**config.mk**
```make
export PLATFORM = sky130hd
export DESIGN_NAME = lane_ram
export DESIGN_NICKNAME = d
export VERILOG_FILES = /design/src/verilog/keccak_pkg.sv /design/src/verilog/lane_ram.sv
export VERILOG_INCLUDE_DIRS = /design/src /design/src/verilog
export SDC_FILE = /design/constraint.sdc
export NUM_CORES = 2
export LEC_CHECK = 0
export BUFFER_PORTS_ARGS = -buffer_cell sky130_fd_sc_hd__buf_2
export CORE_MARGIN = 8
export CORE_UTILIZATION = 52
export CTS_CLUSTER_DIAMETER = 200
export CTS_CLUSTER_SIZE = 14
export DETAILED_ROUTE_END_ITERATION = 8
export PLACE_DENSITY = 0.68
export SKIP_CTS_REPAIR_TIMING = 1
export SLEW_MARGIN = 20
export SYNTH_ARGS = -nofsm -noshare
export SYNTH_HDL_FRONTEND = slang
export SYNTH_SLANG_ARGS = --single-unit
```
**constraint.sdc**
```tcl
create_clock -name clk -period 9.9 [get_ports clk]
set_input_delay 1.485 -clock clk [delete_from_list [all_inputs] [get_ports clk]]
set_output_delay 1.485 -clock clk [all_outputs]
set_load 0.02 [all_outputs]
```
**src/verilog/keccak_defs.svh**
```systemverilog
// keccak-f[1600] constants shared by the permutation datapath and controller
`ifndef KECCAK_DEFS_SVH
`define KECCAK_DEFS_SVH

// lane width in bits
`define KECCAK_W 64

// side of the 5x5 lane grid
`define KECCAK_N 5

// lanes in one state
`define KECCAK_LANES 25

// rounds per permutation
`define KECCAK_ROUNDS 24

// width of the iota round-constant lfsr
`define KECCAK_LFSR_W 8

`endif

```
**src/verilog/keccak_pkg.sv**
```systemverilog
// keccak-f[1600] types for lanes, grid coordinates, rounds and controller phases
`default_nettype none

`include "keccak_defs.svh"

package keccak_pkg;

	// one state lane
	typedef logic [`KECCAK_W-1:0] lane_t;

	// x or y position in the grid, 0 to 4
	typedef logic [2:0] coord_t;

	// round index, 0 to 23
	typedef logic [4:0] round_t;

	// controller phases
	// one round is theta_c, theta_rp, then five read/write pairs of chi rows
	typedef enum logic [2:0] {
		IDLE,
		LOAD,
		THETA_C,
		THETA_RP,
		CHI_READ,
		CHI_WRITE,
		UNLOAD
	} phase_t;

endpackage

`default_nettype wire

```
**src/verilog/lane_ram.sv**
```systemverilog
// 25-lane state memory with a synchronous write port and a combinational read port
`default_nettype none

`include "keccak_defs.svh"

module lane_ram (
	input  logic               clk,
	input  logic               we,
	input  keccak_pkg::coord_t wx,
	input  keccak_pkg::coord_t wy,
	input  keccak_pkg::lane_t  wd,
	input  keccak_pkg::coord_t rx,
	input  keccak_pkg::coord_t ry,
	output keccak_pkg::lane_t  rd
);
	import keccak_pkg::*;

	lane_t      mem [`KECCAK_LANES];
	logic [4:0] widx;
	logic [4:0] ridx;

	// lane index is x fastest, then y
	assign widx = 5'(`KECCAK_N * wy + wx);
	assign ridx = 5'(`KECCAK_N * ry + rx);

	always_ff @(posedge clk) begin
		if (we)
			mem[widx] <= wd;
	end

	assign rd = mem[ridx];

endmodule

`default_nettype wire

```
; ---- Word level (Yosys, flattened, before mapping)
; Memories as Yosys holds them, arrays and structs flattened.
; Index checks and enable logic that the tools add are counted.
[op_classes]
add_sub_neg = 2
mul = 2
n_mux = 2
[op_table]
columns = op, n
row1 = 5-bit by 3-bit adder with 5-bit output, 2
row2 = 3-bit by 3-bit multiplier with 5-bit output (first input constant), 2
row3 = 1-bit 2-to-1 mux, 2
[word_totals]
register_bits = 0
mem_bits_rw = 1600
out_inout_bits = 64
elab_cells = 7
memories = 1
[memory_table]
columns = name, words, width, read_ports, rd_ports_with_merged_regs, wr, line
row1 = mem, 25, 64, 1, 0, 1, lane_ram.sv:18  ; lane_t mem [`KECCAK_LANES];

; ---- Logic depth before layout (Yosys ltp)
; An unclocked memory read counts as a cell.
[depth]
ltp_word = 3
ltp_mapped = 10

; ---- Least setup slack after synthesis
; OpenSTA, ideal clock, no wires.
[synth_timing]
path_type = input to register
start = input port wy[0]
end = memory mem[12][0] (netlist bit), enable pin
setup_ns = 0.565
t_arrival_ns = 7.551
path_slack_ns = 1.785
path_stages = 8
path_buffers = 1
cell_sequence = ha_1 ha_1 ha_1 a21o_1 a21oi_1 xor2_1 clkbuf_1 nor3_1
[synth_between]
elab_chain_len = 2
[synth_rtl]
columns = item, line
row1 = "start, declared", lane_ram.sv:10  ; input keccak_pkg::coord_t wy,
row2 = 3-bit by 3-bit multiplier with 5-bit output (no source line), n/a
row3 = 5-bit by 3-bit adder with 5-bit output (no source line), n/a
row4 = "end, declared", lane_ram.sv:18
; No other way between the ends.

; ---- Final worst setup path
[layout_timing]
start = input port ry[0]
end = output port rd[6]
[layout_between]
elab_chain_len = 3
[layout_rtl]
columns = item, line
row1 = "start, declared", lane_ram.sv:13  ; input keccak_pkg::coord_t ry,
row2 = 3-bit by 3-bit multiplier with 5-bit output (no source line), n/a
row3 = 5-bit by 3-bit adder with 5-bit output (no source line), n/a
row4 = memory 25 x 64 bit, n/a
row5 = "end, declared", lane_ram.sv:14  ; output keccak_pkg::lane_t rd
; No other way between the ends.

==> impl_results.md <==
* Status: finished, final reports clean
* Pin count of the biggest net entering global routing at 148
* Most frequent cell after synthesis: edfxtp_1
* Syn avg cell area at 22.9 um2
* Vias at 28400
* Setup Total Neg Slack at 0 ns
* Top FF cell, synth: edfxtp_1
* Initial core utilization at 52.4%
* CP arrival at 5.76 ns
* Commonest cells post-synth: edfxtp_1, mux4_2, mux2i_1
* Netlist Area Pre-Place at 61800 um2
* Critical-path cell list: buf_2 > ha_1 > ha_1 > fa_4 > buf_12 > buf_4 > mux4_2 > mux2i_1 > o21ai_0 > mux2_2 > buf_2
* Syn Nets at 2794
* DRT iter0 DRCs at 3168
* Static leakage at 0.0219 uW
* Register bit total from synthesis at 1600
* CP top delay family: buffers and inverters
* Top cell type's share of synthesized area at 77.7%
* GR Layer Usage met1 at 29.7%
* Final ANT Viol Nets at 0
* Site Rows at 126
* HP Class: in2reg
* Sequential cell area at 48000 um2
* Final period utilization at 73.2%
* CP Launch Type: input pin
* Top Ports at 142
* Initial antenna violation count at 22
* WP data required at 8.42 ns
* Hold_ws at 1.18 ns
* Max Fclk at 138 MHz
* # nets final at 3002
* Htree depth at 4
* Critical path depth at 11
* Drt first pass iters at 7
* Cell area power density at 217 nW/um2
* IO Port Bufs at 141
* Grt met3 use at 4.29%
* CTS tree: yes
* Final WL at 138 mm
* Largest stage delay on the critical path at 0.79 ns
* GRT overflow at 0
* Clock sinks at 1600
* Max clock buf depth at 3
* Share of layout cells above drive strength 1 at 28.1%
* Die extent in x at 361 um
* Minimum clock period at 7.25 ns
* Setup repair after global routing missed its margin: no
* Slew @ Worst Pin at 1.13 ns
* Dpl hpwl at 70.1 mm
* Clock-pin transition on the worst setup and hold timing paths at 0.06 ns
* # fillers at 8355
* Crit path capture type: output port
* Die height at 361 um
* Maximum fanout along the worst path at 120
* Vias in the first global route at 29500
* Mapped Cells at 2698
* Gr busiest metal: met2
* Biggest regs: mem x1600
* Maximum VDD drop at 0.188 mV
* GP Congestion at 0.725
* Tightest slew margin relative to the limit at 24.7%
* Hold Vio Cnt, Final at 0
* Crit path buffers/inverters at 4
* Worst Hold Path Cells at 1
* Drt wl/cell at 30.9 um
* Die ar. at 130000 um2
* Synthesis Warnings at 0
* DRC at 0
* Slowest-stage cell, CP: fa_4
* EDFF count, synth at 1600
* Max Slew Vio Count at 0
* Fin area at 68200 um2
* Core footprint at 118000 um2
* Post-synth cell types at 35
* Setup-failing EPs final at 0
* Clock buffer count from CTS at 132
* Area Overhead vs Synth at 10.2%
* Wire length of the first global-routing pass at 199 mm
* Asr flop ratio synth at 0%
* Synth top area cells: edfxtp_1, mux4_2, mux2i_1, mux2_2, o21ai_0
* Clock root buffer: clkbuf_16
* Gr usage total at 21.0%
* Max Cap Violations at 0
* Crit Path Category: in2out
* GRT met2 Usage at 33.7%
* Register area share after synthesis at 77.7%
* Biggest register: mem
* Area leader, netlist: edfxtp_1
* Placed inst area at 64600 um2
* Area of the multi-input gates at 13200 um2
* Max FFs per register at 1600
* Vias per cell at 6.36
[metal layers]
layer  wire [um]  vias to the layer above
met3       11700                      195
met5          65                        -
li1            -                    11700
met4        2740                       10
met2       67000                     1225
met1       56300                    15200
[kinds of logic after synthesis]
kind of cell	Yosys count	synth area share [%]
AOI/OAI and AO/OA	110	1.12
xor gates and xnor gates	8	0.113
adders and majority gates	18	0.389
buffers and inverters	144	1.23
DFF	1600	77.7
muxes	687	18.5
and+or+nand+nor	131	0.963
[report_power, final]
group          internal (uW)  total, uW  switching [uW]
Clock                   2460       4650            2190
Combinational            952       2350            1400
Sequential              7730       7790            57.8
[area by class of cell]
cell class / instances / share of cell area (%)
Antenna cell: 10 / 0.0367
Clock buffer: 137 / 5.03
Clock inverter: 11 / 0.184
Multi-Input combinational cell: 954 / 19.4
Sequential cell: 1600 / 70.5
Tap cell: 1536 / 2.82
Timing Repair Buffer: 218 / 2.05
[worst paths after layout]
kind    from          end  slack (ns)
min   wd[35]  mem[21][35]        1.18
max    ry[0]        rd[6]        2.65
[per-stage QoR]
stage	worst slack [ns]	total power [uW]	std cells	utilization [%]
final	2.65	14800	4466	57.8
after global routing	2.54	15300	4459	57.8
after CTS	2.65	14900	4456	57.8
after detailed placement	2.66	10300	4308	54.8
after global placement	2.68	10200	4308	54.8
after floorplan	1.78	9520	2698	-
[layout by cell type, fill, tap and decap left out, types with 4 or more instances in the layout]
| master | instances |
|---|---|
| nand2_1 | 65 |
| buf_4 | 68 |
| nand4_1 | 14 |
| ha_1 | 14 |
| diode_2 | 10 |
| o21ai_0 | 61 |
| inv_6 | 7 |
| mux2_2 | 64 |
| clkbuf_16 | 137 |
| nor2_1 | 12 |
| nor3_2 | 25 |
| buf_12 | 9 |
| o221ai_1 | 11 |
| buf_2 | 141 |
| nand2b_1 | 4 |
| o22ai_1 | 14 |
| mux2i_1 | 264 |
| edfxtp_1 | 1600 |
| mux4_2 | 356 |
| o32ai_1 | 11 |
(Power assumes the default switching activity.)
