### src/verilog/keccak_defs.svh
// keccak-f[1600] constants shared by the permutation datapath and controller
`ifndef KECCAK_DEFS_SVH
`define KECCAK_DEFS_SVH

// lane width in bits
`define KECCAK_W 64

// side of the 5x5 lane grid
`define KECCAK_N 5

// lanes in one state
`define KECCAK_LANES 25

// rounds per permutation
`define KECCAK_ROUNDS 24

// width of the iota round-constant lfsr
`define KECCAK_LFSR_W 8

`endif

### src/verilog/keccak_pkg.sv
// keccak-f[1600] types for lanes, grid coordinates, rounds and controller phases
`default_nettype none

`include "keccak_defs.svh"

package keccak_pkg;

	// one state lane
	typedef logic [`KECCAK_W-1:0] lane_t;

	// x or y position in the grid, 0 to 4
	typedef logic [2:0] coord_t;

	// round index, 0 to 23
	typedef logic [4:0] round_t;

	// controller phases
	// one round is theta_c, theta_rp, then five read/write pairs of chi rows
	typedef enum logic [2:0] {
		IDLE,
		LOAD,
		THETA_C,
		THETA_RP,
		CHI_READ,
		CHI_WRITE,
		UNLOAD
	} phase_t;

endpackage

`default_nettype wire

### src/verilog/chi_row.sv
// five-lane row buffer computing chi, with iota folded into lane (0,0)
`default_nettype none

`include "keccak_defs.svh"

module chi_row (
	input  logic               clk,
	input  logic               load_en,
	input  keccak_pkg::coord_t col,
	input  keccak_pkg::lane_t  bin,
	input  keccak_pkg::lane_t  rc,
	input  logic               apply_rc,
	output keccak_pkg::lane_t  out
);
	import keccak_pkg::*;

	lane_t  row [`KECCAK_N];
	coord_t col_p1;
	coord_t col_p2;
	lane_t  chi;

	// one lane per cycle while the row is read from scratch
	always_ff @(posedge clk) begin
		if (load_en)
			row[col] <= bin;
	end

	// the two lanes to the right, wrapping at x=4
	assign col_p1 = coord_t'((col + 1) % `KECCAK_N);
	assign col_p2 = coord_t'((col + 2) % `KECCAK_N);

	// nonlinear step of the round
	assign chi = row[col] ^ (~row[col_p1] & row[col_p2]);

	// iota only on the first lane of row 0
	assign out = apply_rc ? (chi ^ rc) : chi;

endmodule

`default_nettype wire

### config.mk
export PLATFORM = sky130hd
export DESIGN_NAME = chi_row
export DESIGN_NICKNAME = d
export VERILOG_FILES = /design/src/verilog/keccak_pkg.sv /design/src/verilog/chi_row.sv
export VERILOG_INCLUDE_DIRS = /design/src /design/src/verilog
export SDC_FILE = /design/constraint.sdc
export NUM_CORES = 1
export LEC_CHECK = 0
export ABC_AREA = 1
export BUFFER_PORTS_ARGS = -buffer_cell sky130_fd_sc_hd__buf_2
export CELL_PAD_IN_SITES_DETAIL_PLACEMENT = 2
export CELL_PAD_IN_SITES_GLOBAL_PLACEMENT = 2
export CORE_ASPECT_RATIO = 1.1
export CORE_UTILIZATION = 39
export CTS_BUF_LIST = sky130_fd_sc_hd__clkbuf_8
export DETAILED_ROUTE_END_ITERATION = 8
export PLACE_DENSITY_LB_ADDON = 0.1
export SLEW_MARGIN = 40
export SYNTH_ARGS = -nofsm -noshare
export SYNTH_HDL_FRONTEND = slang
export SYNTH_SLANG_ARGS = --single-unit
export TNS_END_PERCENT = 30
### constraint.sdc
create_clock -name clk -period 9.7 [get_ports clk]
set_input_delay 0.97 -clock clk [delete_from_list [all_inputs] [get_ports clk]]
set_output_delay 0.97 -clock clk [all_outputs]
set_load 0.01 [all_outputs]
## After elaboration in Yosys (flattened, before gate mapping)

Memories as Yosys holds them, arrays and structs flattened.
Cells that the tools add are included.

| operators by class | value |
|---|---|
| $add $sub $neg | 2 |
| divide/modulo/power cells | 2 |
| mux-type cells | 3 |
| bitwise logic cells | 4 |

Operators by type and width:

| cell | number |
|---|---|
| $xor A64 B64 Y64 | 2 |
| $and A64 B64 Y64 | 1 |
| $mod A32 B3 Y32 const B | 2 |
| $mux W64 | 1 |
| $not A64 Y64 | 1 |
| $add A3 B1 Y4 const B | 1 |
| $add A3 B2 Y4 const B | 1 |
| $mux W1 | 2 |

| word-level totals | value |
|---|---|
| register bits | 0 |
| memory bits (writable) | 320 |
| input port bits | 134 |
| memories | 1 |

Memory list:

| memory | words | bits a word | rd ports | clocked after Yosys merged registers in | write ports | RTL line | source |
|---|---|---|---|---|---|---|---|
| row | 5 | 64 | 3 | 0 | 1 | chi_row.sv:17 | `` lane_t row [`KECCAK_N]; `` |

## Longest topological paths before layout

An unclocked memory read counts as a cell.

| depth | value |
|---|---|
| word-level depth | 8 |
| gate-level depth with buffers | 21 |
| mapped depth without buffers | 19 |

## Worst setup path before layout

No wires, ideal clock.

| path | value |
|---|---|
| path kind | input to register |
| start | input col[1] |
| end | memory row[0][0] (netlist name), enable pin |
| library setup time | 565 ps |
| data arrival time | 6,189 ps |
| required time | 9,135 ps |
| setup slack | 2,947 ps |
| stages on the path | 6 |
| path through | buf_2 > inv_2 > clkbuf_1 > ha_1 > inv_1 > nor3_1 |

RTL lines:

| what | RTL line | source |
|---|---|---|
| start: declaration | chi_row.sv:9 | `input keccak_pkg::coord_t col,` |
| end: declaration | chi_row.sv:17 |  |

No word-level cell before the write port.

## Final worst setup path

| path | value |
|---|---|
| start | input col[1] |
| end | output out[34] |

| on the way | value |
|---|---|
| cells in the longest elaborated chain, start to end | 8 |

Ends and longest elaborated chain:

| what | RTL line | source |
|---|---|---|
| $add A3 B1 Y4 | chi_row.sv:29 | `` assign col_p1 = coord_t'((col + 1) % `KECCAK_N); `` |
| $mod A32 B3 Y32 (no line) | n/a |  |
| $mem_v2 Z5 W64 (*) | n/a |  |
| $not A64 Y64 | chi_row.sv:33 | `assign chi = row[col] ^ (~row[col_p1] & row[col_p2]);` |
| $and A64 B64 Y64 | chi_row.sv:33 |  |
| $xor A64 B64 Y64 (*) | chi_row.sv:33 |  |
| $xor A64 B64 Y64 | chi_row.sv:36 | `assign out = apply_rc ? (chi ^ rc) : chi;` |
| $mux W64 (*) | chi_row.sv:36 |  |
| end: declaration | chi_row.sv:13 | `output keccak_pkg::lane_t out` |

Mark *: on every way between the ends. The rest lies on a longest branch, timed or not.

==> reports/qor.yml <==
critical_path:
  path_class: "input pin to primary output"
  cp_cell_sequence: "buf_2 -> inv_4 -> ha_1 -> inv_1 -> nand2_1 -> ha_1 -> inv_1 -> nand3_1 -> nand2_2 -> o21bai_1 -> nand2_8 -> inv_2 -> buf_4 -> nand2_1 -> o21ai_0 -> inv_1 -> nand3_1 -> nand2_1 -> nand2_1 -> buf_2"
  critPathMostFrequentCell: "nand2_1"
  startpoint: "col[1]"
  worstSetupEndpointType: "primary output"
  cp-endpoint: "out[34]"
  max_stage_delay_ps: 710
  arrival_ps: 6340
  cp-start-kind: "input pin"
  cp.required_ps: 8730
  cp_slowest_cell: "buf_4"
  cp_max_fo: 67
power_and_ir_drop:
  p_per_area_nw_per_um2: 169.6
  leakagePower_nw: 10.70
  ir_worst_vdd_mv: 0.08943
run_status:
  status: "finished clean"
die:
  die_area_um2: 54510
  core_um2: 52630
  ios: 198
  start_util: 0.3970
  placementRows: 88
  die_w_um: 222.7
  dieHeight_um: 244.8
yosys:
  synth_area_leaders: "edfxtp_1 46%, nand2_1 16%, nand3_1 8.5%"
  synth_edf_count: 320
  yosys.area.top_type: "edfxtp_1"
  synthesis.area_um2: 20900
  synth.distinct_cells: 29
  synth_seq_cells: 320
  yosys_warnings: 0
  synth_flop_cell: "edfxtp_1"
  synth_nets: 2952
  ys_top_cells_by_count: "875 x nand2_1, 353 x nand3_1, 349 x o21ai_0"
  synth_top_area_frac: 0.4599
  synth_area_per_cell_um2: 7.441
  async_flop_share: 0
  yosysSeqAreaShare: 0.4599
  syn_inst: 2808
  synth.most_common_cell: "nand2_1"
drt:
  route.detailed.drc: 0
  drtIter0Drc: 1114
  finalWirelength_um: 84210
  avgRoutedWirePerCell_um: 23.18
  first_pass_iters: 5
  ant_nets: 0
  viasPerCell: 5.738
  routed-via-count: 20850
global_route:
  grt-ovfl-total: 0
  grt_usage: 0.3045
  grt_first_pass_wirelength_um: 128600
  grt_start_max_net_pins: 110
  grt_pass1_vias: 23220
  antenna_found_initial: 4
placement:
  place.detailed.hpwl_um: 49900
  port_buffers: 197
  place.gp.congestion: 0.7703
layout:
  syn2layout_area_growth_pct: 11.38
  regMostFlops: "row"
  largestRegisters: "row x320"
  drive_gt1_frac: 0.1099
  largest_reg_flops: 320
  num-nets-final: 3060
sta:
  finalHoldViolCount: 0
  worstMarginPinSlew_ps: 909.8
  hold_slack_ps: 524.7
  fmax_mhz: 136.9
  min_period_ps: 7306
  drv_slew: 0
  max-slew-margin-rel: 0.3935
  finalCritPeriodShare: 0.7532
  setup_viol: 0
  rsz0062_at_grt: "no"
  tns_ps: 0
cts:
  postCtsHoldBufs: 0
  cts_sinks: 320
  h-tree-depth: 2
  cts_buffer_depth: 3
  clockRootBuffer: "clkbuf_8"
  post_cts_resized: 0
  clkTransAtPathRegs_ps: 60
  numCtsBuffers: 58
  cts_setup_buffers: 0
  cts_tree: "done"
job:
  cap_violations: 0
hold_path:
  hp-class: "input pin to flop"
-- how the worst min path moves through the flow --
stage               slack [ps]  cells after the start     from                    to
global placement          1200                      1  bin[47]  row[4][47]$_DFFE_PP_
global route               510                      1  bin[14]  row[2][14]$_DFFE_PP_
detailed placement        1210                      1  bin[27]  row[4][27]$_DFFE_PP_
floorplan                 1070                      0   bin[0]   row[0][0]$_DFFE_PP_
finish                     520                      1  bin[62]  row[2][62]$_DFFE_PP_
CTS                        480                      1  bin[12]  row[2][12]$_DFFE_PP_
-- placed cells by master (no fill, tap or decap), drive strengths merged --
cell type  instances
xnor2              1
buf              225
o21bai             1
o21ai            412
nor3               4
inv              377
a21boi             1
clkinv            16
o211ai             6
clkinvlp           1
or2                2
nand2            883
ha                10
xor2              65
a21oi             88
mux2i              2
clkbuf            59
nor2              64
nand4             65
diode              2
edfxtp           320
nand3            354
-- final cells by class --
type                    count  area (µm²)
fillers                  6163       29360
repair buffers            225        1292
inverters                 353        1343
flip-flops and latches    320        9609
clock inverters            41       168.9
clock buffers              59       812.0
diodes                      2       5.005
multi-input cells        1958        9198
well taps                 675       844.6
-- power breakdown --
group / switching, mW / total, mW / internal [mW]
sequential: 0.0277 / 1.60 / 1.57
combinational: 0.844 / 1.18 / 0.333
clock: 0.614 / 1.17 / 0.558
-- cell families (layout without fill, tap and decap cells) --
logic type                 count (synthesis)  count (layout)  share of synthesized area
buffers and inverters                    530             678                     0.1049
muxes                                      2               2                  0.0009581
other                                      0               2                          0
adders and majority gates                 10              10                   0.005988
DFF                                      320             320                     0.4599
xor gates and xnor gates                  66              66                    0.02766
AOI/OAI and AO/OA                        508             508                     0.1228
and+or+nand+nor                         1372            1372                     0.2778
-- per-stage QoR --
stage	cells	power, mW	cell area [µm²]	setup WS [ps]	util
global route	3633	4.137	23270	2093	0.4422
global placement	3527	2.728	22130	2433	0.4204
CTS	3629	3.970	23210	2364	0.4411
detailed placement	3529	2.797	22230	2369	0.4225
finish	3633	3.948	23270	2394	0.4422
floorplan	2808	2.357	20900	2947	-
-- critical path, delay by kind of cell --
| family | cells | cell delay, ps |
|---|---|---|
| fa+ha+maj | 2 | 770 |
| buf+inv | 8 | 2850 |
| simple gates | 8 | 1190 |
| compound gates | 2 | 470 |
-- metal layers --
metal / up-vias / global-route usage / share of wire
met3: 181 / 0.03747 / 0.044
met5: - / 0 / 0.00031
met1: 10630 / 0.3549 / 0.41
met4: 4 / 0.1243 / 0.031
li1: 9508 / - / -
met2: 524 / 0.5620 / 0.52
Power figures use the tool's default switching activity.
