<file path="src/verilog/keccak_defs.svh">
// keccak-f[1600] constants shared by the permutation datapath and controller
`ifndef KECCAK_DEFS_SVH
`define KECCAK_DEFS_SVH

// lane width in bits
`define KECCAK_W 64

// side of the 5x5 lane grid
`define KECCAK_N 5

// lanes in one state
`define KECCAK_LANES 25

// rounds per permutation
`define KECCAK_ROUNDS 24

// width of the iota round-constant lfsr
`define KECCAK_LFSR_W 8

`endif

</file>
<file path="src/verilog/keccak_pkg.sv">
// keccak-f[1600] types for lanes, grid coordinates, rounds and controller phases
`default_nettype none

`include "keccak_defs.svh"

package keccak_pkg;

	// one state lane
	typedef logic [`KECCAK_W-1:0] lane_t;

	// x or y position in the grid, 0 to 4
	typedef logic [2:0] coord_t;

	// round index, 0 to 23
	typedef logic [4:0] round_t;

	// controller phases
	// one round is theta_c, theta_rp, then five read/write pairs of chi rows
	typedef enum logic [2:0] {
		IDLE,
		LOAD,
		THETA_C,
		THETA_RP,
		CHI_READ,
		CHI_WRITE,
		UNLOAD
	} phase_t;

endpackage

`default_nettype wire

</file>
<file path="src/verilog/theta_rho_pi.sv">
// theta column parity and the per-lane theta, rho and pi transform
`default_nettype none

`include "keccak_defs.svh"

module theta_rho_pi (
	input  logic               clk,
	input  logic               rst,
	input  logic               acc_en,
	input  logic               xform_en,
	input  keccak_pkg::coord_t x,
	input  keccak_pkg::coord_t y,
	input  keccak_pkg::lane_t  a,
	output keccak_pkg::lane_t  b,
	output keccak_pkg::coord_t px,
	output keccak_pkg::coord_t py
);
	import keccak_pkg::*;

	// rho offsets indexed by 5*y+x
	localparam int unsigned rho_tab [`KECCAK_LANES] = '{
		0,  1,  62, 28, 27,
		36, 44, 6,  55, 20,
		3,  10, 43, 25, 39,
		41, 45, 15, 21, 8,
		18, 2,  61, 56, 14
	};

	lane_t      c [`KECCAK_N];
	coord_t     xm1;
	coord_t     xp1;
	logic [4:0] lane_idx;
	logic [5:0] rot_amt;
	lane_t      d;
	lane_t      t;

	function automatic lane_t rotl(input lane_t v, input int unsigned n);
		// shift by the full width yields zero, so n of 0 is safe
		return (v << n) | (v >> (`KECCAK_W - n));
	endfunction

	// column parity, first lane of a column loads instead of xor
	always_ff @(posedge clk or posedge rst) begin
		if (rst) begin
			for (int i = 0; i < `KECCAK_N; i++)
				c[i] <= '0;
		end else if (acc_en) begin
			if (y == 3'd0)
				c[x] <= a;
			else
				c[x] <= c[x] ^ a;
		end
	end

	// neighbour columns wrap around the grid
	assign xm1 = coord_t'((x + `KECCAK_N - 1) % `KECCAK_N);
	assign xp1 = coord_t'((x + 1) % `KECCAK_N);

	// theta column mix
	assign d = c[xm1] ^ rotl(c[xp1], 1);
	assign t = a ^ d;

	// rho rotation for this lane
	assign lane_idx = 5'(`KECCAK_N * y + x);
	assign rot_amt = 6'(rho_tab[lane_idx]);

	assign b = xform_en ? rotl(t, rot_amt) : '0;

	// pi moves lane (x,y) to (y, 2x+3y)
	assign px = y;
	assign py = coord_t'((2 * x + 3 * y) % `KECCAK_N);

endmodule

`default_nettype wire

</file>
<file path="config.mk">
export PLATFORM = sky130hd
export DESIGN_NAME = theta_rho_pi
export DESIGN_NICKNAME = d
export VERILOG_FILES = /design/src/verilog/keccak_pkg.sv /design/src/verilog/theta_rho_pi.sv
export VERILOG_INCLUDE_DIRS = /design/src /design/src/verilog
export SDC_FILE = /design/constraint.sdc
export NUM_CORES = 2
export LEC_CHECK = 0
export BUFFER_PORTS_ARGS = -buffer_cell sky130_fd_sc_hd__buf_2
export CELL_PAD_IN_SITES_DETAIL_PLACEMENT = 1
export CELL_PAD_IN_SITES_GLOBAL_PLACEMENT = 2
export CORE_ASPECT_RATIO = 1.5
export CORE_UTILIZATION = 39
export CTS_CLUSTER_DIAMETER = 150
export CTS_CLUSTER_SIZE = 14
export DETAILED_ROUTE_END_ITERATION = 6
export PLACE_DENSITY_LB_ADDON = 0.1
export SYNTH_ARGS = -nofsm -noshare
export SYNTH_HDL_FRONTEND = slang
export SYNTH_SLANG_ARGS = --single-unit
</file>
<file path="constraint.sdc">
create_clock -name clk -period 10.4 [get_ports clk]
set_input_delay 0.52 -clock clk [delete_from_list [all_inputs] [get_ports clk]]
set_output_delay 0.52 -clock clk [all_outputs]
set_load 0.02 [all_outputs]
</file>
# Yosys cells after proc, flatten, opt, wreduce, memory -nomap -nowiden
# Memory sizes are Yosys's and may differ from the RTL's.
# Cells that the tools add are included.
# classes
n_addsub	6
multipliers	2
div_mod_pow	3
order_cmp	5
n_shift	2
mux	17
n_bitwise	9
n_reduce_logical	2
# ops
op	n
bitwise mux 320 bit	2
binary-select mux 64 bit (select 3 bit)	3
two-way mux 64 bit	8
two-way mux 320 bit	1
demux 64 bit (select 3 bit)	1
bitwise XOR 64 bit	3
remainder unit 32 x 3 -> 32 bit, second input constant	3
bitwise OR 64 x 1 -> 64 bit	1
bitwise OR 64 bit	1
<< shifter 64 x 6 -> 64 bit	1
right shift 64 x 32 -> 64 bit	1
greater-or-equal comparator 4 bit, second input constant	3
two-way mux 6 bit	2
inverter 3 -> 4 bit	3
subtractor 7 x 6 -> 8 bit, first input constant	1
adder 4 x 5 -> 6 bit	1
greater-or-equal comparator 6 bit, second input constant	1
inverter 5 -> 6 bit	1
adder 5 x 3 -> 5 bit	1
multiplier 2 x 3 -> 5 bit, first input constant	1
multiplier 3 x 3 -> 5 bit, first input constant	1
subtractor 4 x 1 -> 5 bit, second input constant	1
adder 3 x 1 -> 4 bit, second input constant	1
adder 3 x 3 -> 4 bit, second input constant	1
other kinds (3)	3
# word_totals
ff_bits	320
mem_bits_ro	1024
in_bits	74
output_inout_bits	70
word_cells	52
n_memories	1
# memory_table
name	words	word_bits	read_ports	rd_ports_with_merged_regs	wr	line	text
(name not given)	32	32	1	0	0	theta_rho_pi.sv:65	assign rot_amt = 6'(rho_tab[lane_idx]);

# Logic depth before layout (Yosys ltp)
# depth
ltp_word	12
depth_mapped	30
mapped_depth_nobuf	26

# Least setup slack after synthesis
# OpenSTA, ideal clock, no wires.
# synth_timing
path_type	input to output
startpoint	input port y[0]
endpoint	output port b[6]
arrival_ns	7.075
required_ns	9.880
path_slack_ns	2.805
cell_stages	24
path_buffers	9
cell_sequence	ha_1 > ha_1 > fa_1 > xnor2_1 > clkbuf_1 > mux4_2 > mux2_2 > inv_2 > buf_1 > buf_2 > buf_1 > clkbuf_1 > ha_1 > clkbuf_1 > xnor2_1 > clkbuf_1 > buf_2 > buf_2 > nand2_1 > a21oi_1 > nor2_1 > a211oi_1 > o21ai_1 > a41oi_1
# synth_via
elab_chain_cells	10
word_cells_on_any_way	11
classes_between	add/sub: 2; mul: 1; shift: 2; mux: 3; bitwise: 2; memory: 1
# synth_rtl
element	line	text
start, declared	theta_rho_pi.sv:12	input keccak_pkg::coord_t y,
multiplier 3 x 3 -> 5 bit (no line) *	-	
adder 5 x 3 -> 5 bit (no line) *	-	
inverter 5 -> 6 bit (implied by the code) *	theta_rho_pi.sv:65	
memory (32 x 32 bit) *	-	
two-way mux 6 bit (implied by the code) * (2 in series)	theta_rho_pi.sv:65	
subtractor 7 x 6 -> 8 bit (no line)	-	
right shift 64 x 32 -> 64 bit	theta_rho_pi.sv:39	return (v << n) | (v >> (`KECCAK_W - n));
bitwise OR 64 bit *	theta_rho_pi.sv:39	
two-way mux 64 bit *	theta_rho_pi.sv:67	assign b = xform_en ? rotl(t, rot_amt) : '0;
end, declared	theta_rho_pi.sv:14	output keccak_pkg::lane_t b,
# Every way passes the cells marked *; elsewhere a longest branch is shown, timed or not. The select of a mux whose other input is x is not followed.

# Worst setup path after layout
# layout_timing
startpoint	input port x[2]
endpoint	output port b[22]
# layout_via
elab_chain_cells	12
word_cells_on_any_way	26
classes_between	add/sub: 5; div: 2; shift: 2; mux: 9; bitwise: 7; memory: 1
# layout_rtl
element	line	text
start, declared	theta_rho_pi.sv:11	input keccak_pkg::coord_t x,
adder 3 x 3 -> 4 bit (no line) or adder 3 x 1 -> 4 bit (tied branches)	-	
subtractor 4 x 1 -> 5 bit or remainder unit 32 x 3 -> 32 bit (tied branches)	-	
remainder unit 32 x 3 -> 32 bit (no line) or inverter 3 -> 4 bit (tied branches)	-	
inverter 3 -> 4 bit (implied by the code) or binary-select mux 64 bit (select 3 bit) (tied branches)	theta_rho_pi.sv:60	assign d = c[xm1] ^ rotl(c[xp1], 1);
binary-select mux 64 bit (select 3 bit) or two-way mux 64 bit (tied branches)	theta_rho_pi.sv:60	
two-way mux 64 bit (implied by the code)	theta_rho_pi.sv:60	
two-way mux 64 bit (implied by the code) or bitwise OR 64 x 1 -> 64 bit (tied branches)	theta_rho_pi.sv:60, theta_rho_pi.sv:39	
bitwise XOR 64 bit	theta_rho_pi.sv:60	
bitwise XOR 64 bit	theta_rho_pi.sv:61	assign t = a ^ d;
right shift 64 x 32 -> 64 bit or << shifter 64 x 6 -> 64 bit (tied branches)	theta_rho_pi.sv:39	
bitwise OR 64 bit *	theta_rho_pi.sv:39	
two-way mux 64 bit *	theta_rho_pi.sv:67	
# Marked as above.

==> metrics <==
period utilization=0.910; post-synthesis sequential area ratio=0.236; final cell count without fillers=5,358; biggest regs=c x320; Area growth, synth to finish=8.16%; CTS sink count=320; number of setup violations in the final report=0; Largest Register=c; cell taking the most area after synthesis=dfrtp_1; via count=~38,000; vias in the first global route=37,642; starting DRC count in detailed routing=3,561; TritonCTS clock tree=done; CTS root buf=clkbuf_16; most frequent CP cell=nor2_1; Worst path slowest cell=a222oi_1; Ports=about 140; GP Congestion=1.08; Pleak=0.0148 µW; core outline area=around 0.086 mm²; Syn Nets=4,368; slew margin rel.=0.0181; Detail Route Antenna Nets=0; CTS Buffer Depth=3; placed insts=5,317; CP max stage delay=960 ps; mean post-synth cell area=7.96 µm²; hold-fix buffers at CTS=0; total global-route track usage=0.442; Clk pin slew, worst setup/hold paths=70 ps; Overflow after GRT=0; endpoints failing hold=0; antenna violations before repair=11; fmax=0.106 GHz; Final TNS setup=0 ps; drt via density=around 7; synthesized cell area=0.0339 mm²; Synth Register Bits=320; post-synthesis cell type count=115; Crit. End Element=output port; setup repair bufs after CTS=0; Initial Utilization=0.393; drt first pass iters=5; status=completed; top cell type's share of synthesized area=0.236; Cell Pwr Density=approximately 390 mW/mm²; Slew @ Worst Pin=1460 ps; first-pass GRT wire length=284 mm; CTS buffer count=26; largest net degree at the start of global routing=152; final count of pins violating max slew=0; DP HPWL=140 mm; Critical Path AT=8940 ps; Layout Skew=22.7 ps; Final Cell Area=approximately 0.037 mm²; Yosys Warn Count=0; die area=0.0880 mm²; Synth area leaders=dfrtp_1 24%, nand2_1 7.3%, o21ai_0 6.7%; die width=around 240 µm; Max-Cap Viols=0; post-synthesis cell count=4,254; max reg flops=320; fin crit period=around 9500 ps; drt wl/cell=36.8 µm; CTS H-tree depth=1; row cnt=roughly 130; Post-synth EDFFs=0; RSZ-0062 raised after global routing=no; Worst setup SP type=input port; Nets=4,326; crit-path cells=buf_2 -> xor2_4 -> inv_4 -> ha_1 -> nor2_1 -> a211o_1 -> and2_1 -> ha_1 -> o211a_1 -> a32o_1 -> o21ai_1 -> o221ai_1 -> xor2_1 -> xnor2_1 -> mux2i_1 -> mux4_2 -> nor2_1 -> nor2_1 -> a222oi_1 -> o221ai_1 -> buf_2; Main synth FF type=dfrtp_1; Critical Path RT=9880 ps; dpl cell area=0.0358 mm²; worst vdd ir=approximately 0.26 mV; routed wire length=197 mm; Final Core Density=0.425; residual DRC count=0; Synth async-reset ratio=1.00; number of gates resized after CTS=0; DIE HEIGHT=363 µm; Hold Crit Class=input port to async pin; Clk Latency, worst-skew pair=620 ps; critical path type=input port to output port; PnR Total Power=roughly 14,000 µW; port bufs=143; CP max FO=13; layout cells sized above 1=0.150
-- report_power, final --
| group | internal, µW | switching, µW | leakage (µW) | total (µW) |
|---|---|---|---|---|
| registers | 1570 | 459 | 0.00402 | 2030 |
| logic | 3480 | 7940 | 0.0105 | 11400 |
| clock network | 463 | 515 | 0.000340 | 978 |
-- layer usage --
layer  share of wire  vias to the layer above  track usage
met5         0.00044                        -            0
met4            0.10                       12        0.384
li1                -                    15908            -
met2            0.46                     2295        0.710
met1            0.36                    18833        0.496
met3           0.082                      810        0.101
-- worst paths after layout --
check | startpoint | to | slack (ps) | cells past startpoint
worst max-delay path | x[2] | b[22] | 940 | 21
worst min-delay path | rst | c[149] | 10 | 2
max in group asynchronous | rst | c[192] | 8870 | 3
worst min register to register | c[8] | c[8] | 520 | 2
worst max register to register | c[311] | c[247] | 8450 | 5
min in group clk | a[32] | c[96] | 350 | 3
-- final cells by class --
class / count / area (µm²)
multi-input combinational: 3489 / 24100
tap: 1139 / 1430
fill: 10464 / 49600
timing repair buffer: 319 / 2120
clock buffer: 28 / 689
antenna: 7 / 17.5
inverter: 56 / 224
sequential: 320 / 8010
-- per-stage QoR --
step | worst slack, ps | hold WS [ps]
4_1_cts | 1440 | 64.1
5_1_grt | 979 | 115
6_report | 938 | 13.9
2_1_floorplan | 1020 | 472
3_5_place_dp | 1460 | 502
3_3_place_gp | 1560 | 493
-- synth_stat cells (18+ instances only) --
cell,n
nand2_1,661
a21oi_1,231
buf_2,96
a211oi_1,54
nor2_1,294
a221oi_1,46
clkbuf_1,219
a221oi_2,18
a31oi_1,32
o21a_1,23
xor2_1,53
mux2i_1,220
mux2_2,82
or3_1,25
a21o_1,41
buf_4,23
buf_1,38
a22oi_1,108
o211ai_1,89
a22o_1,29
and2_1,23
xnor2_1,154
nor3_1,72
mux4_2,84
o221ai_1,72
o21ai_0,456
inv_1,51
a211o_1,18
nand3_1,67
dfrtp_1,320
a32oi_1,21
o22ai_1,104
ha_1,36
-- critical path: cells and delay by family --
| family | cells | cell delay, ps |
|---|---|---|
| AOI/OAI and AO/OA | 7 | 3800 |
| xor gates and xnor gates | 3 | 1370 |
| muxes | 2 | 1090 |
| buffers and inverters | 3 | 830 |
| and+or+nand+nor | 4 | 710 |
| adders and majority gates | 2 | 590 |
-- cells in the final DEF (no fill, tap or decap), drive strengths merged, types with 17 or more instances in the layout --
master / count
mux2i: 222
a21oi: 234
a211o: 18
o211ai: 89
o21a: 23
a211oi: 56
buf: 317
dfrtp: 320
o41ai: 20
ha: 36
and2: 24
xnor2: 167
or3: 25
nand4: 17
nand2: 662
a21o: 41
nor3: 75
mux2: 89
nor4: 17
a32oi: 21
a221oi: 64
a31oi: 32
mux4: 84
o22ai: 105
inv: 54
a22oi: 110
a22o: 29
xor2: 56
o221ai: 73
nand3: 67
nor2: 299
clkbuf: 30
o21ai: 471
-- cells by family (layout without fill, tap and decap cells) --
group	count (synthesis)	after routing	share of synthesized area
AOI/OAI and AO/OA	1575	1575	0.317
adders and majority gates	40	40	0.0157
xor gates and xnor gates	223	223	0.0619
and+or+nand+nor	1256	1256	0.159
buffers and inverters	445	403	0.0584
DFF	320	320	0.236
other	0	7	0
muxes	395	395	0.152
Power figures use the tool's default switching activity.
