==> src/verilog/keccak_defs.svh <==
// keccak-f[1600] constants shared by the permutation datapath and controller
`ifndef KECCAK_DEFS_SVH
`define KECCAK_DEFS_SVH

// lane width in bits
`define KECCAK_W 64

// side of the 5x5 lane grid
`define KECCAK_N 5

// lanes in one state
`define KECCAK_LANES 25

// rounds per permutation
`define KECCAK_ROUNDS 24

// width of the iota round-constant lfsr
`define KECCAK_LFSR_W 8

`endif

==> src/verilog/keccak_pkg.sv <==
// keccak-f[1600] types for lanes, grid coordinates, rounds and controller phases
`default_nettype none

`include "keccak_defs.svh"

package keccak_pkg;

	// one state lane
	typedef logic [`KECCAK_W-1:0] lane_t;

	// x or y position in the grid, 0 to 4
	typedef logic [2:0] coord_t;

	// round index, 0 to 23
	typedef logic [4:0] round_t;

	// controller phases
	// one round is theta_c, theta_rp, then five read/write pairs of chi rows
	typedef enum logic [2:0] {
		IDLE,
		LOAD,
		THETA_C,
		THETA_RP,
		CHI_READ,
		CHI_WRITE,
		UNLOAD
	} phase_t;

endpackage

`default_nettype wire

==> src/verilog/round_const.sv <==
// iota round-constant generator built on the 8-bit keccak lfsr
`default_nettype none

`include "keccak_defs.svh"

module round_const (
	input  logic              clk,
	input  logic              rst,
	input  logic              rc_init,
	input  logic              rc_step,
	output keccak_pkg::lane_t rc
);
	import keccak_pkg::*;

	// feedback flips bits 0, 4, 5 and 6 when the top bit shifts out
	localparam logic [`KECCAK_LFSR_W-1:0] lfsr_taps = 8'h71;

	logic [`KECCAK_LFSR_W-1:0] lfsr;
	logic [2:0]                step_cnt;
	logic [5:0]                bit_pos;
	logic                      busy;
	lane_t                     acc;

	// seven lfsr steps build one constant, count of 7 means done
	assign busy = (step_cnt != 3'd7);
	// bit positions 0, 1, 3, 7, 15, 31, 63
	assign bit_pos = 6'((1 << step_cnt) - 1);

	always_ff @(posedge clk or posedge rst) begin
		if (rst) begin
			lfsr <= `KECCAK_LFSR_W'(1);
			step_cnt <= 3'd7;
		end else if (rc_init) begin
			// restart the sequence at the round 0 seed
			lfsr <= `KECCAK_LFSR_W'(1);
			step_cnt <= 3'd0;
		end else if (rc_step) begin
			step_cnt <= 3'd0;
		end else if (busy) begin
			lfsr <= {lfsr[`KECCAK_LFSR_W-2:0], 1'b0} ^
				(lfsr[`KECCAK_LFSR_W-1] ? lfsr_taps : '0);
			step_cnt <= step_cnt + 3'd1;
		end
	end

	// next constant accumulates while the current one is in use
	always_ff @(posedge clk) begin
		if (rc_init || rc_step)
			acc <= '0;
		else if (busy)
			acc[bit_pos] <= lfsr[0];
		if (rc_step)
			rc <= acc;
	end

endmodule

`default_nettype wire

==> config.mk <==
export PLATFORM = sky130hd
export DESIGN_NAME = round_const
export DESIGN_NICKNAME = d
export VERILOG_FILES = /design/src/verilog/keccak_pkg.sv /design/src/verilog/round_const.sv
export VERILOG_INCLUDE_DIRS = /design/src /design/src/verilog
export SDC_FILE = /design/constraint.sdc
export NUM_CORES = 1
export LEC_CHECK = 0
export BUFFER_PORTS_ARGS = -buffer_cell sky130_fd_sc_hd__buf_2
export CAP_MARGIN = 15
export CORE_MARGIN = 2
export CORE_UTILIZATION = 50
export CTS_CLUSTER_DIAMETER = 60
export DETAILED_ROUTE_END_ITERATION = 7
export PLACE_DENSITY = 0.74
export SLEW_MARGIN = 20
export SYNTH_ARGS = -nofsm -noshare
export SYNTH_HDL_FRONTEND = slang
export SYNTH_SLANG_ARGS = --single-unit
==> constraint.sdc <==
create_clock -name clk -period 3.8 [get_ports clk]
set_input_delay 0.76 -clock clk [delete_from_list [all_inputs] [get_ports clk]]
set_output_delay 0.76 -clock clk [all_outputs]
set_load 0.01 [all_outputs]
Word-level counts from Yosys, hierarchy flattened
Cells that the tools add are included.
{"block": "word_totals", "reg_bits": 139, "latchBits": 0, "ram_bits": 0, "rom_bits": 0, "input_bits": 4, "out_inout_bits": 64, "word_cells": 27, "n_memories": 0}
{"block": "classes", "add_sub_neg": 2, "n_mul": 0, "div": 0, "order_cmp": 2, "n_eq_ne": 2, "shift": 1, "muxes": 10, "n_bitwise": 1, "n_reduce_logical": 5}
{"operator": "bitwise mux 64 bit", "n": 1}
{"operator": "two-way mux 8 bit", "n": 3}
{"operator": "two-way mux 3 bit", "n": 3}
{"operator": "XOR 8 x 7 -> 8 bit", "n": 1}
{"operator": "< comparator 6 x 7 -> 1 bit, second input constant", "n": 1}
{"operator": "two-way mux 7 bit", "n": 1}
{"operator": "demux 1 bit (select 6 bit)", "n": 1}
{"operator": ">= comparator 6 x 1 -> 1 bit, second input constant", "n": 1}
{"operator": "left shift 1 x 3 -> 6 bit, first input constant", "n": 1}
{"operator": "subtractor 6 x 2 -> 6 bit, second input constant", "n": 1}
{"operator": "adder 3 x 1 -> 3 bit, second input constant", "n": 1}
{"operator": "!= test 3 bit, second input constant", "n": 1}
{"operator": "nonzero test 3 bit", "n": 1}
{"operator": "!= test 2 bit, second input constant", "n": 1}
{"operator": "AND reduction 2 bit", "n": 1}
{"operator": "nonzero test 2 bit", "n": 1}
{"operator": "logical AND 1 bit", "n": 1}
{"operator": "logical OR 1 bit", "n": 1}
{"operator": "two-way mux 1 bit", "n": 1}

Longest topological paths before layout
Gate-level depths: netlist of run 1.
{"block": "depth", "depth_word": 7, "ltp_mapped": 13, "mapped_depth_nobuf": 9}

Worst setup path before layout of run 1
No wires, ideal clock.
{"block": "synth_path", "path_type": "reg-to-reg", "from": "reg step_cnt[0]", "to": "reg acc[55]", "setup_ns": 0.132, "t_arrival_ns": 2.806, "t_required_ns": 3.668, "setup_slack_ns": 0.862, "stages_incl_launch_ff": 14, "n_path_buf": 4, "synth_period_minus_slack_ns": 2.938, "cell_sequence": "dfstp_2 -> inv_1 -> ha_1 -> clkbuf_1 -> nand2_1 -> ha_1 -> buf_6 -> or3b_1 -> and3_1 -> buf_6 -> a2111o_1 -> buf_6 -> o211ai_1 -> o31ai_1"}
{"block": "synth_via", "elab_chain_len": 7, "word_cells_on_any_way": 9, "cone_classes": "add/sub: 1; order compare: 2; eq/ne: 1; shift: 1; mux: 3; reduce/logical: 1"}
{"element": "start, declared", "line_no": "round_const.sv:19", "rtl": "logic [2:0] step_cnt;"}
{"element": "start signal, assigned", "line_no": "round_const.sv:42", "rtl": "step_cnt <= step_cnt + 3'd1;"}
{"element": "left shift 1 x 3 -> 6 bit", "line_no": "round_const.sv:27", "rtl": "assign bit_pos = 6'((1 << step_cnt) - 1);"}
{"element": "subtractor 6 x 2 -> 6 bit", "line_no": "round_const.sv:27"}
{"element": "< comparator 6 x 7 -> 1 bit (not written as such) / >= comparator 6 x 1 -> 1 bit (equally long branches)", "line_no": "round_const.sv:51", "rtl": "acc[bit_pos] <= lfsr[0];"}
{"element": "logical AND 1 bit (not written as such)", "line_no": "round_const.sv:51"}
{"element": "two-way mux 1 bit (not written as such)", "line_no": "round_const.sv:51"}
{"element": "demux 1 bit (select 6 bit)", "line_no": "round_const.sv:51"}
{"element": "bitwise mux 64 bit", "line_no": "round_const.sv:51"}
{"element": "end signal, assigned by index", "line_no": "round_const.sv:51"}
{"element": "end, declared", "line_no": "round_const.sv:22", "rtl": "lane_t acc;"}
Parallel ways exist; a longest one is shown, timed or not.
A chain may end at the register's enable or synchronous reset.

Worst setup path after layout of run 1
{"block": "layout_path", "from": "reg step_cnt[0]", "to": "reg acc[47]"}
Same word-level chain as after synthesis.

==> results of run 1 <==
==> cell families after synthesis <==
group           count (synthesis)
flops                         139
simple gates                   99
compound gates                 85
buf+inv                        33
mux                            17
xor+xnor                        8
fa+ha+maj                       7
==> power breakdown <==
part / total (mW) / leakage (nW) / internal [mW] / switching (mW)
clock network: 1.53 / 0.273 / 0.840 / 0.694
logic: 0.190 / 0.801 / 0.0535 / 0.137
registers: 1.61 / 1.32 / 1.60 / 0.0119
==> worst max path at each step <==
stage	start	to	depth (start not counted)
2_1_floorplan	step_cnt[0]$_DFFE_PP1P_	acc[55]$_SDFFE_PP0P_	13
3_3_place_gp	step_cnt[0]$_DFFE_PP1P_	acc[15]$_SDFFE_PP0P_	9
3_5_place_dp	step_cnt[0]$_DFFE_PP1P_	acc[15]$_SDFFE_PP0P_	9
4_1_cts	step_cnt[0]$_DFFE_PP1P_	acc[47]$_SDFFE_PP0P_	9
5_1_grt	step_cnt[0]$_DFFE_PP1P_	acc[47]$_SDFFE_PP0P_	9
6_report	step_cnt[0]$_DFFE_PP1P_	acc[47]$_SDFFE_PP0P_	9
==> area by class of cell <==
type | instances | area share
multi-input cells | 216 | 0.242
inverters | 4 | 0.00248
flip-flops and latches | 139 | 0.575
repair buffers | 71 | 0.0603
well taps | 133 | 0.0275
clock buffers | 17 | 0.0684
clock inverters | 15 | 0.0246
==> metrics by stage <==
step                      power [mW]   util
after CTS                       3.35  0.617
after floorplan                 1.77      -
after global placement          1.82  0.560
after detailed placement        1.83  0.560
final                           3.33  0.617
after global routing            3.45  0.617
==> registers in the layout, summed over array words and instances, names as in the netlist <==
signal,count
acc,64
step_cnt,3
rc,64
lfsr,8
==> cells in the mapped netlist (5+ instances only) <==
library cell,n
dfxtp_1,64
edfxtp_1,64
nand2_1,42
o31ai_1,31
o211ai_1,30
clkbuf_1,22
and2_1,18
mux2i_1,17
nor2_1,10
dfrtp_1,7
ha_1,7
a21oi_1,6
nor3b_1,6
xnor2_1,6
a211oi_1,5
==> critical path: stages (launching register included) <==
cell and delay (ps):
dfstp_2 390, inv_1 80, ha_1 460, nand2_1 110, ha_1 340, or3b_1 380, and3_1 240, a2111o_1 610
nor3b_1 300, mux2i_1 220
==> routing by layer <==
metal | share of wire | vias up | GRT usage
met1 | 0.45 | 1531 | 0.236
met2 | 0.48 | 98 | 0.282
li1 | - | 1567 | -
met4 | 0.014 | 0 | 0.0629
met5 | 0 | - | 0
met3 | 0.048 | 16 | 0.0568
==> Flow_metrics.wiki, run 1 <==
{| class="wikitable"
! Metric !! Value
|-
| Number of antenna violations at the first check in global routing || 0
|-
| CTS Hold Buffers Added || 0
|-
| Async S/R FF share, synth || 0.0791
|-
| HPWL reported at the end of detailed placement || 5.78 mm
|-
| Number of max-capacitance violations reported || 0
|-
| Post-Route Skew || 12.4 ps
|-
| Area of all sequential standard cells || 3480 um^2
|-
| Pin count of the biggest net entering global routing || 72
|-
| Commonest non-fill, non-tap cells in the layout || buf_2 (67), dfxtp_1 (64), edfxtp_1 (64)
|-
| Final Max Slew Viols || 0
|-
| Total standard cell area after synthesis || 5090 um^2
|-
| Mapped Nets || 399
|-
| Main combinational cell family by area after synthesis || compound AO/OA/AOI/OAI gates
|-
| Simple logic cell fraction of the synthesized area || 0.0984
|-
| Area growth from synthesis to final layout || 19.1%
|-
| Final setup violation count || 0
|-
| Layout cell share with drive strength beyond 1 || 0.238
|-
| Number of H-tree levels || 4
|-
| Post-route insts no fill || 595
|-
| Total global-route track usage || 0.179
|-
| Io pins || 68
|-
| Yosys top cell by area || edfxtp_1
|-
| GPL Wtd Cong || 0.836
|-
| Worst r2r src || step_cnt[0]$_DFFE_PP1P_
|-
| Via count of the first global-routing pass || 3046
|-
| Worst hold margin || 220 ps
|-
| Final Routed Wirelength || 9.43 mm
|-
| Initial core utilization || 0.518
|-
| Max_slew headroom || 0.418
|-
| Number of filler instances in the final layout || 780
|-
| Routed Antenna Nets || 0
|-
| Mux contribution to synthesized area || 0.0334
|-
| Number of placement rows || 36
|-
| Placed cell count || 563
|-
| Core Area || 9820 um^2
|-
| First-pass GRT wire length || 15.4 mm
|-
| Power Density || 550 nW/um^2
|-
| Share of the synthesized area in the top cell type || 0.378
|-
| Total placed instance area || 5490 um^2
|-
| Register area share after synthesis || 0.685
|-
| Clk buf depth || 2
|-
| Clk pin slew, worst setup/hold paths || 70 ps
|-
| Clock Tree Root || clkbuf_8
|-
| Synth Area in Compound Gates || 0.122
|-
| Setup slack at placement || 657 ps
|-
| Setup crit end kind || register
|-
| Peak clock frequency supported by timing || 313 MHz
|-
| Post-route setup slack || 607 ps
|-
| Post-synth top flop || edfxtp_1
|-
| Number of cells on the worst reg-to-reg path || 9
|-
| Total Nets Final || 460
|-
| Number of setup buffers added after CTS || 0
|-
| Overall via count from detail_route || 3212
|-
| Later-pin clock latency in the skew report || 520 ps
|-
| TritonCTS buffer count || 17
|-
| Type of the setup path with the least slack || register to register
|-
| Number of design-rule violations left by the first detailed-router iteration || 258
|-
| Number of remaining DRC errors || 0
|-
| Worst path arrival time || 3640 ps
|-
| RSZ-0062 raised after global routing || false
|-
| Via density || 5.40
|-
| Synth Register Bits || 139
|-
| Setup total negative slack || 0 ps
|-
| Most common library cell in the layout ignoring fill and taps || buf_2
|-
| Buffers added on ports || 67
|-
| Area used by multi-input combinational logic || 1460 um^2
|-
| Post_cts resized || 0
|-
| Die X-Extent || 105 um
|-
| Post-synthesis adder-cell area fraction || 0.0172
|-
| EDFF count, synth || 64
|-
| Main area contributors after synthesis || edfxtp_1 (38%), dfxtp_1 (25%), o31ai_1 (4.6%)
|-
| Area enclosed by the die boundary || 11000 um^2
|-
| Post-layout min period || 3190 ps
|-
| Global-route congestion overflow total || 0
|-
| Run status || finished clean
|-
| Synthesis Warnings || 0
|-
| Count of cell types in the netlist || 43
|-
| Parity-gate share of the synthesized area counting xor and xnor cells || 0.0138
|-
| WL per Instance || 15.8 um
|-
| Min-delay worst type || primary input to async pin
|-
| Final Instance Area || 6060 um^2
|-
| Peak supply drop || 0.386 mV
|-
| Leakage power summed over all cells || 2.39 nW
|-
| Clock sink total || 139
|-
| CTS tree || built
|-
| Required time of the critical path || 4250 ps
|-
| N_diodes || 0
|-
| Length of the first detailed-routing pass in iterations || 4
|-
| Capturing point of the worst reg2reg path || acc[47]$_SDFFE_PP0P_
|-
| Startpoint type of the worst setup path || register
|-
| Critical path peak fanout || 14
|-
| Final hold violations || 0
|-
| Slew at the pin closest to its max-slew limit || 873 ps
|-
| Post-Syn Instances || 388
|-
| Final worst-path cycle share || 0.840
|-
| FF-to-FF setup slack || 610 ps
|-
| Syn_area_per_cell || 13.1 um^2
|-
| Die Ht || 105 um
|}
No activity file was read; power rests on OpenSTA's default activity.
==> inputs of run 2 (changes only) <==
Settings changed: PLACE_DENSITY 0.74 to 0.76.
Clock period 3.8 ns to 2.69 ns, I/O delays scaled along.
==> run 2 against run 1 <==
  * Combinational power rose by 59%
  * Critical endpoint is now acc[31]$_SDFFE_PP0P_
  * Clock-buffer cell count rose by 3
  * Critical path type unchanged
  * Largest cell class unchanged
  * Worst setup slack got worse by 490 ps
==> Flow_metrics.wiki, run 2 (synthesis gave the netlist of run 1 again) <==
{| class="wikitable"
! Metric !! Value
|-
| Run status || finished clean
|-
| Type of the setup path with the least slack || register to register
|-
| Io pins || 68
|-
| Critical path peak fanout || 12
|-
| Length of the first detailed-routing pass in iterations || 7
|-
| Buffers added on ports || 67
|-
| Pin count of the biggest net entering global routing || 37
|-
| Largest regs || acc (64), rc (64), lfsr (8)
|-
| Via count of the first global-routing pass || 3051
|-
| Final hold violations || 0
|-
| Final Max Slew Viols || 0
|-
| Die X-Extent || 105 um
|-
| Cell with the biggest individual delay on the critical path || dfstp_2
|-
| Clk buf depth || 2
|-
| Crit path largest cell delay || 560 ps
|-
| Startpoint type of the worst setup path || register
|-
| P_sw || 1.08 mW
|-
| Post-Route Skew || 4.66 ps
|-
| Final Routed Wirelength || 9.42 mm
|-
| Post-layout min period || 2570 ps
|-
| Most used routing layer || met2
|-
| Number of placement rows || 36
|-
| First-pass GRT wire length || 15.1 mm
|-
| Combinational power share || 0.064
|-
| Worst path depth || 9
|-
| Dominant cell type by count on the critical path || ha_1
|-
| Slew at the pin closest to its max-slew limit || 648 ps
|-
| Number of H-tree levels || 4
|-
| Area used by multi-input combinational logic || 1490 um^2
|-
| Worst path buffer plus inverter count || 1
|-
| Overall via count from detail_route || 3270
|-
| Clk pin slew, worst setup/hold paths || 60 ps
|-
| Final setup violation count || 0
|-
| Die Ht || 105 um
|-
| Initial core utilization || 0.518
|-
| Met2 track utilization from global routing || 0.283
|-
| Number of design-rule violations left by the first detailed-router iteration || 213
|-
| Sequential share of power || 0.482
|-
| N_diodes || 0
|-
| TritonCTS buffer count || 17
|-
| Area enclosed by the die boundary || 11000 um^2
|-
| Via density || 5.31
|-
| Met1 global-route usage || 0.220
|-
| Placed cell count || 578
|-
| Commonest non-fill, non-tap cells in the layout || buf_2 (67), dfxtp_1 (64), edfxtp_1 (64)
|-
| Final worst-path cycle share || 0.956
|-
| Number of antenna violations at the first check in global routing || 0
|-
| Peak supply drop || 0.464 mV
|-
| Min-delay worst type || primary input to register
|-
| Clock sink total || 139
|-
| Pint || 3.64 mW
|-
| Most common library cell in the layout ignoring fill and taps || buf_2
|-
| Routed Antenna Nets || 0
|-
| GPL Wtd Cong || 0.865
|-
| Worst-path cell chain || ha_1 -> nand2_1 -> ha_1 -> or3b_1 -> and3_2 -> a2111o_1 -> buf_4 -> o211ai_1 -> o31ai_1
|-
| Number of cells on the worst reg-to-reg path || 9
|-
| Number of max-capacitance violations reported || 0
|-
| WL per Instance || 15.3 um
|-
| Core Area || 9820 um^2
|-
| Post-route insts no fill || 616
|-
| Worst path arrival time || 2960 ps
|-
| Later-pin clock latency in the skew report || 520 ps
|-
| Peak clock frequency supported by timing || 389 MHz
|-
| Number of remaining DRC errors || 0
|-
| Clock network power share || 0.454
|-
| CP top delay family || simple AND/OR/NAND/NOR gates
|-
| Layout cell share with drive strength beyond 1 || 0.277
|-
| Setup crit end kind || register
|-
| Total Nets Final || 481
|-
| Area growth from synthesis to final layout || 22.9%
|-
| Sw frac || 0.229
|-
| Max_slew headroom || 0.566
|-
| Area of all sequential standard cells || 3480 um^2
|-
| Number of filler instances in the final layout || 744
|-
| Hold-critical path depth || 2
|-
| Clock Tree Root || clkbuf_8
|-
| Required time of the critical path || 3080 ps
|-
| HPWL reported at the end of detailed placement || 5.94 mm
|-
| CTS tree || built
|-
| Total global-route track usage || 0.176
|-
| Power Density || 754 nW/um^2
|-
| Global-route congestion overflow total || 0
|-
| Total power || 4.72 mW
|-
| Global Route met3 Usage || 0.0593
|-
| Leakage power summed over all cells || 2.50 nW
|}
[run 2: cell type report]
type / instances / share of cell area
sequential: 139 / 0.557
multi-input combinational: 216 / 0.239
timing repair buffer: 92 / 0.0860
clock buffer: 20 / 0.0712
tap: 133 / 0.0266
clock inverter: 12 / 0.0182
inverter: 4 / 0.00240
[run 2: worst paths after layout]
check	slack, ps	from	end
hold / removal	350	rc_init	step_cnt[2]$_DFFE_PP1P_
max in group asynchronous	1840	rst	step_cnt[2]$_DFFE_PP1P_
min in group asynchronous	530	rst	lfsr[3]$_DFFE_PP0P_
hold reg to reg	420	acc[34]$_SDFFE_PP0P_	rc[34]$_DFFE_PP_
setup / recovery	120	step_cnt[0]$_DFFE_PP1P_	acc[31]$_SDFFE_PP0P_
setup reg to reg	120	step_cnt[0]$_DFFE_PP1P_	acc[31]$_SDFFE_PP0P_
[run 2: per-layer routing]
metal	vias up	wire length [um]	share of wire
met5	-	0	0
met2	99	4670	0.50
li1	1606	-	-
met4	0	163	0.017
met3	19	469	0.050
met1	1546	4110	0.44
[run 2: worst reg2reg max path, stage by stage (launching register included)]
cell,delay (ps)
dfstp_2,560
ha_1,170
nand2_1,60
ha_1,220
or3b_1,350
and3_2,240
a2111o_1,340
buf_4,200
o211ai_1,190
o31ai_1,120
[run 2: per-stage QoR]
| step | utilization | setup TNS [ps] | hold WS (ps) | setup slack (ps) | cell area [um^2] |
|---|---|---|---|---|---|
| 2_1_floorplan | - | 0 | 388 | 20.7 | 5100 |
| 3_3_place_gp | 0.574 | 0 | 408 | 184 | 5630 |
| 3_5_place_dp | 0.574 | 0 | 407 | 100 | 5630 |
| 4_1_cts | 0.631 | 0 | 334 | 62.2 | 6200 |
| 5_1_grt | 0.637 | -73.4 | 370 | -25.5 | 6250 |
| 6_report | 0.637 | 0 | 350 | 118 | 6250 |
[run 2: repair_timing]
item                       CTS  global route
hold buffers                 1             0
hold endpoints to repair     1             0
buffers inserted             0             5
setup endpoints to repair    0            22
gates resized for setup      0             5
[run 2: power by group through the flow]
stage / sequential (mW) / clock [mW] / combinational [mW]
after floorplan: 2.34 / 0 / 0.162
after global placement: 2.32 / 0 / 0.278
after detailed placement: 2.32 / 0 / 0.286
after CTS: 2.27 / 2.17 / 0.291
after global routing: 2.28 / 2.26 / 0.332
final: 2.27 / 2.14 / 0.303
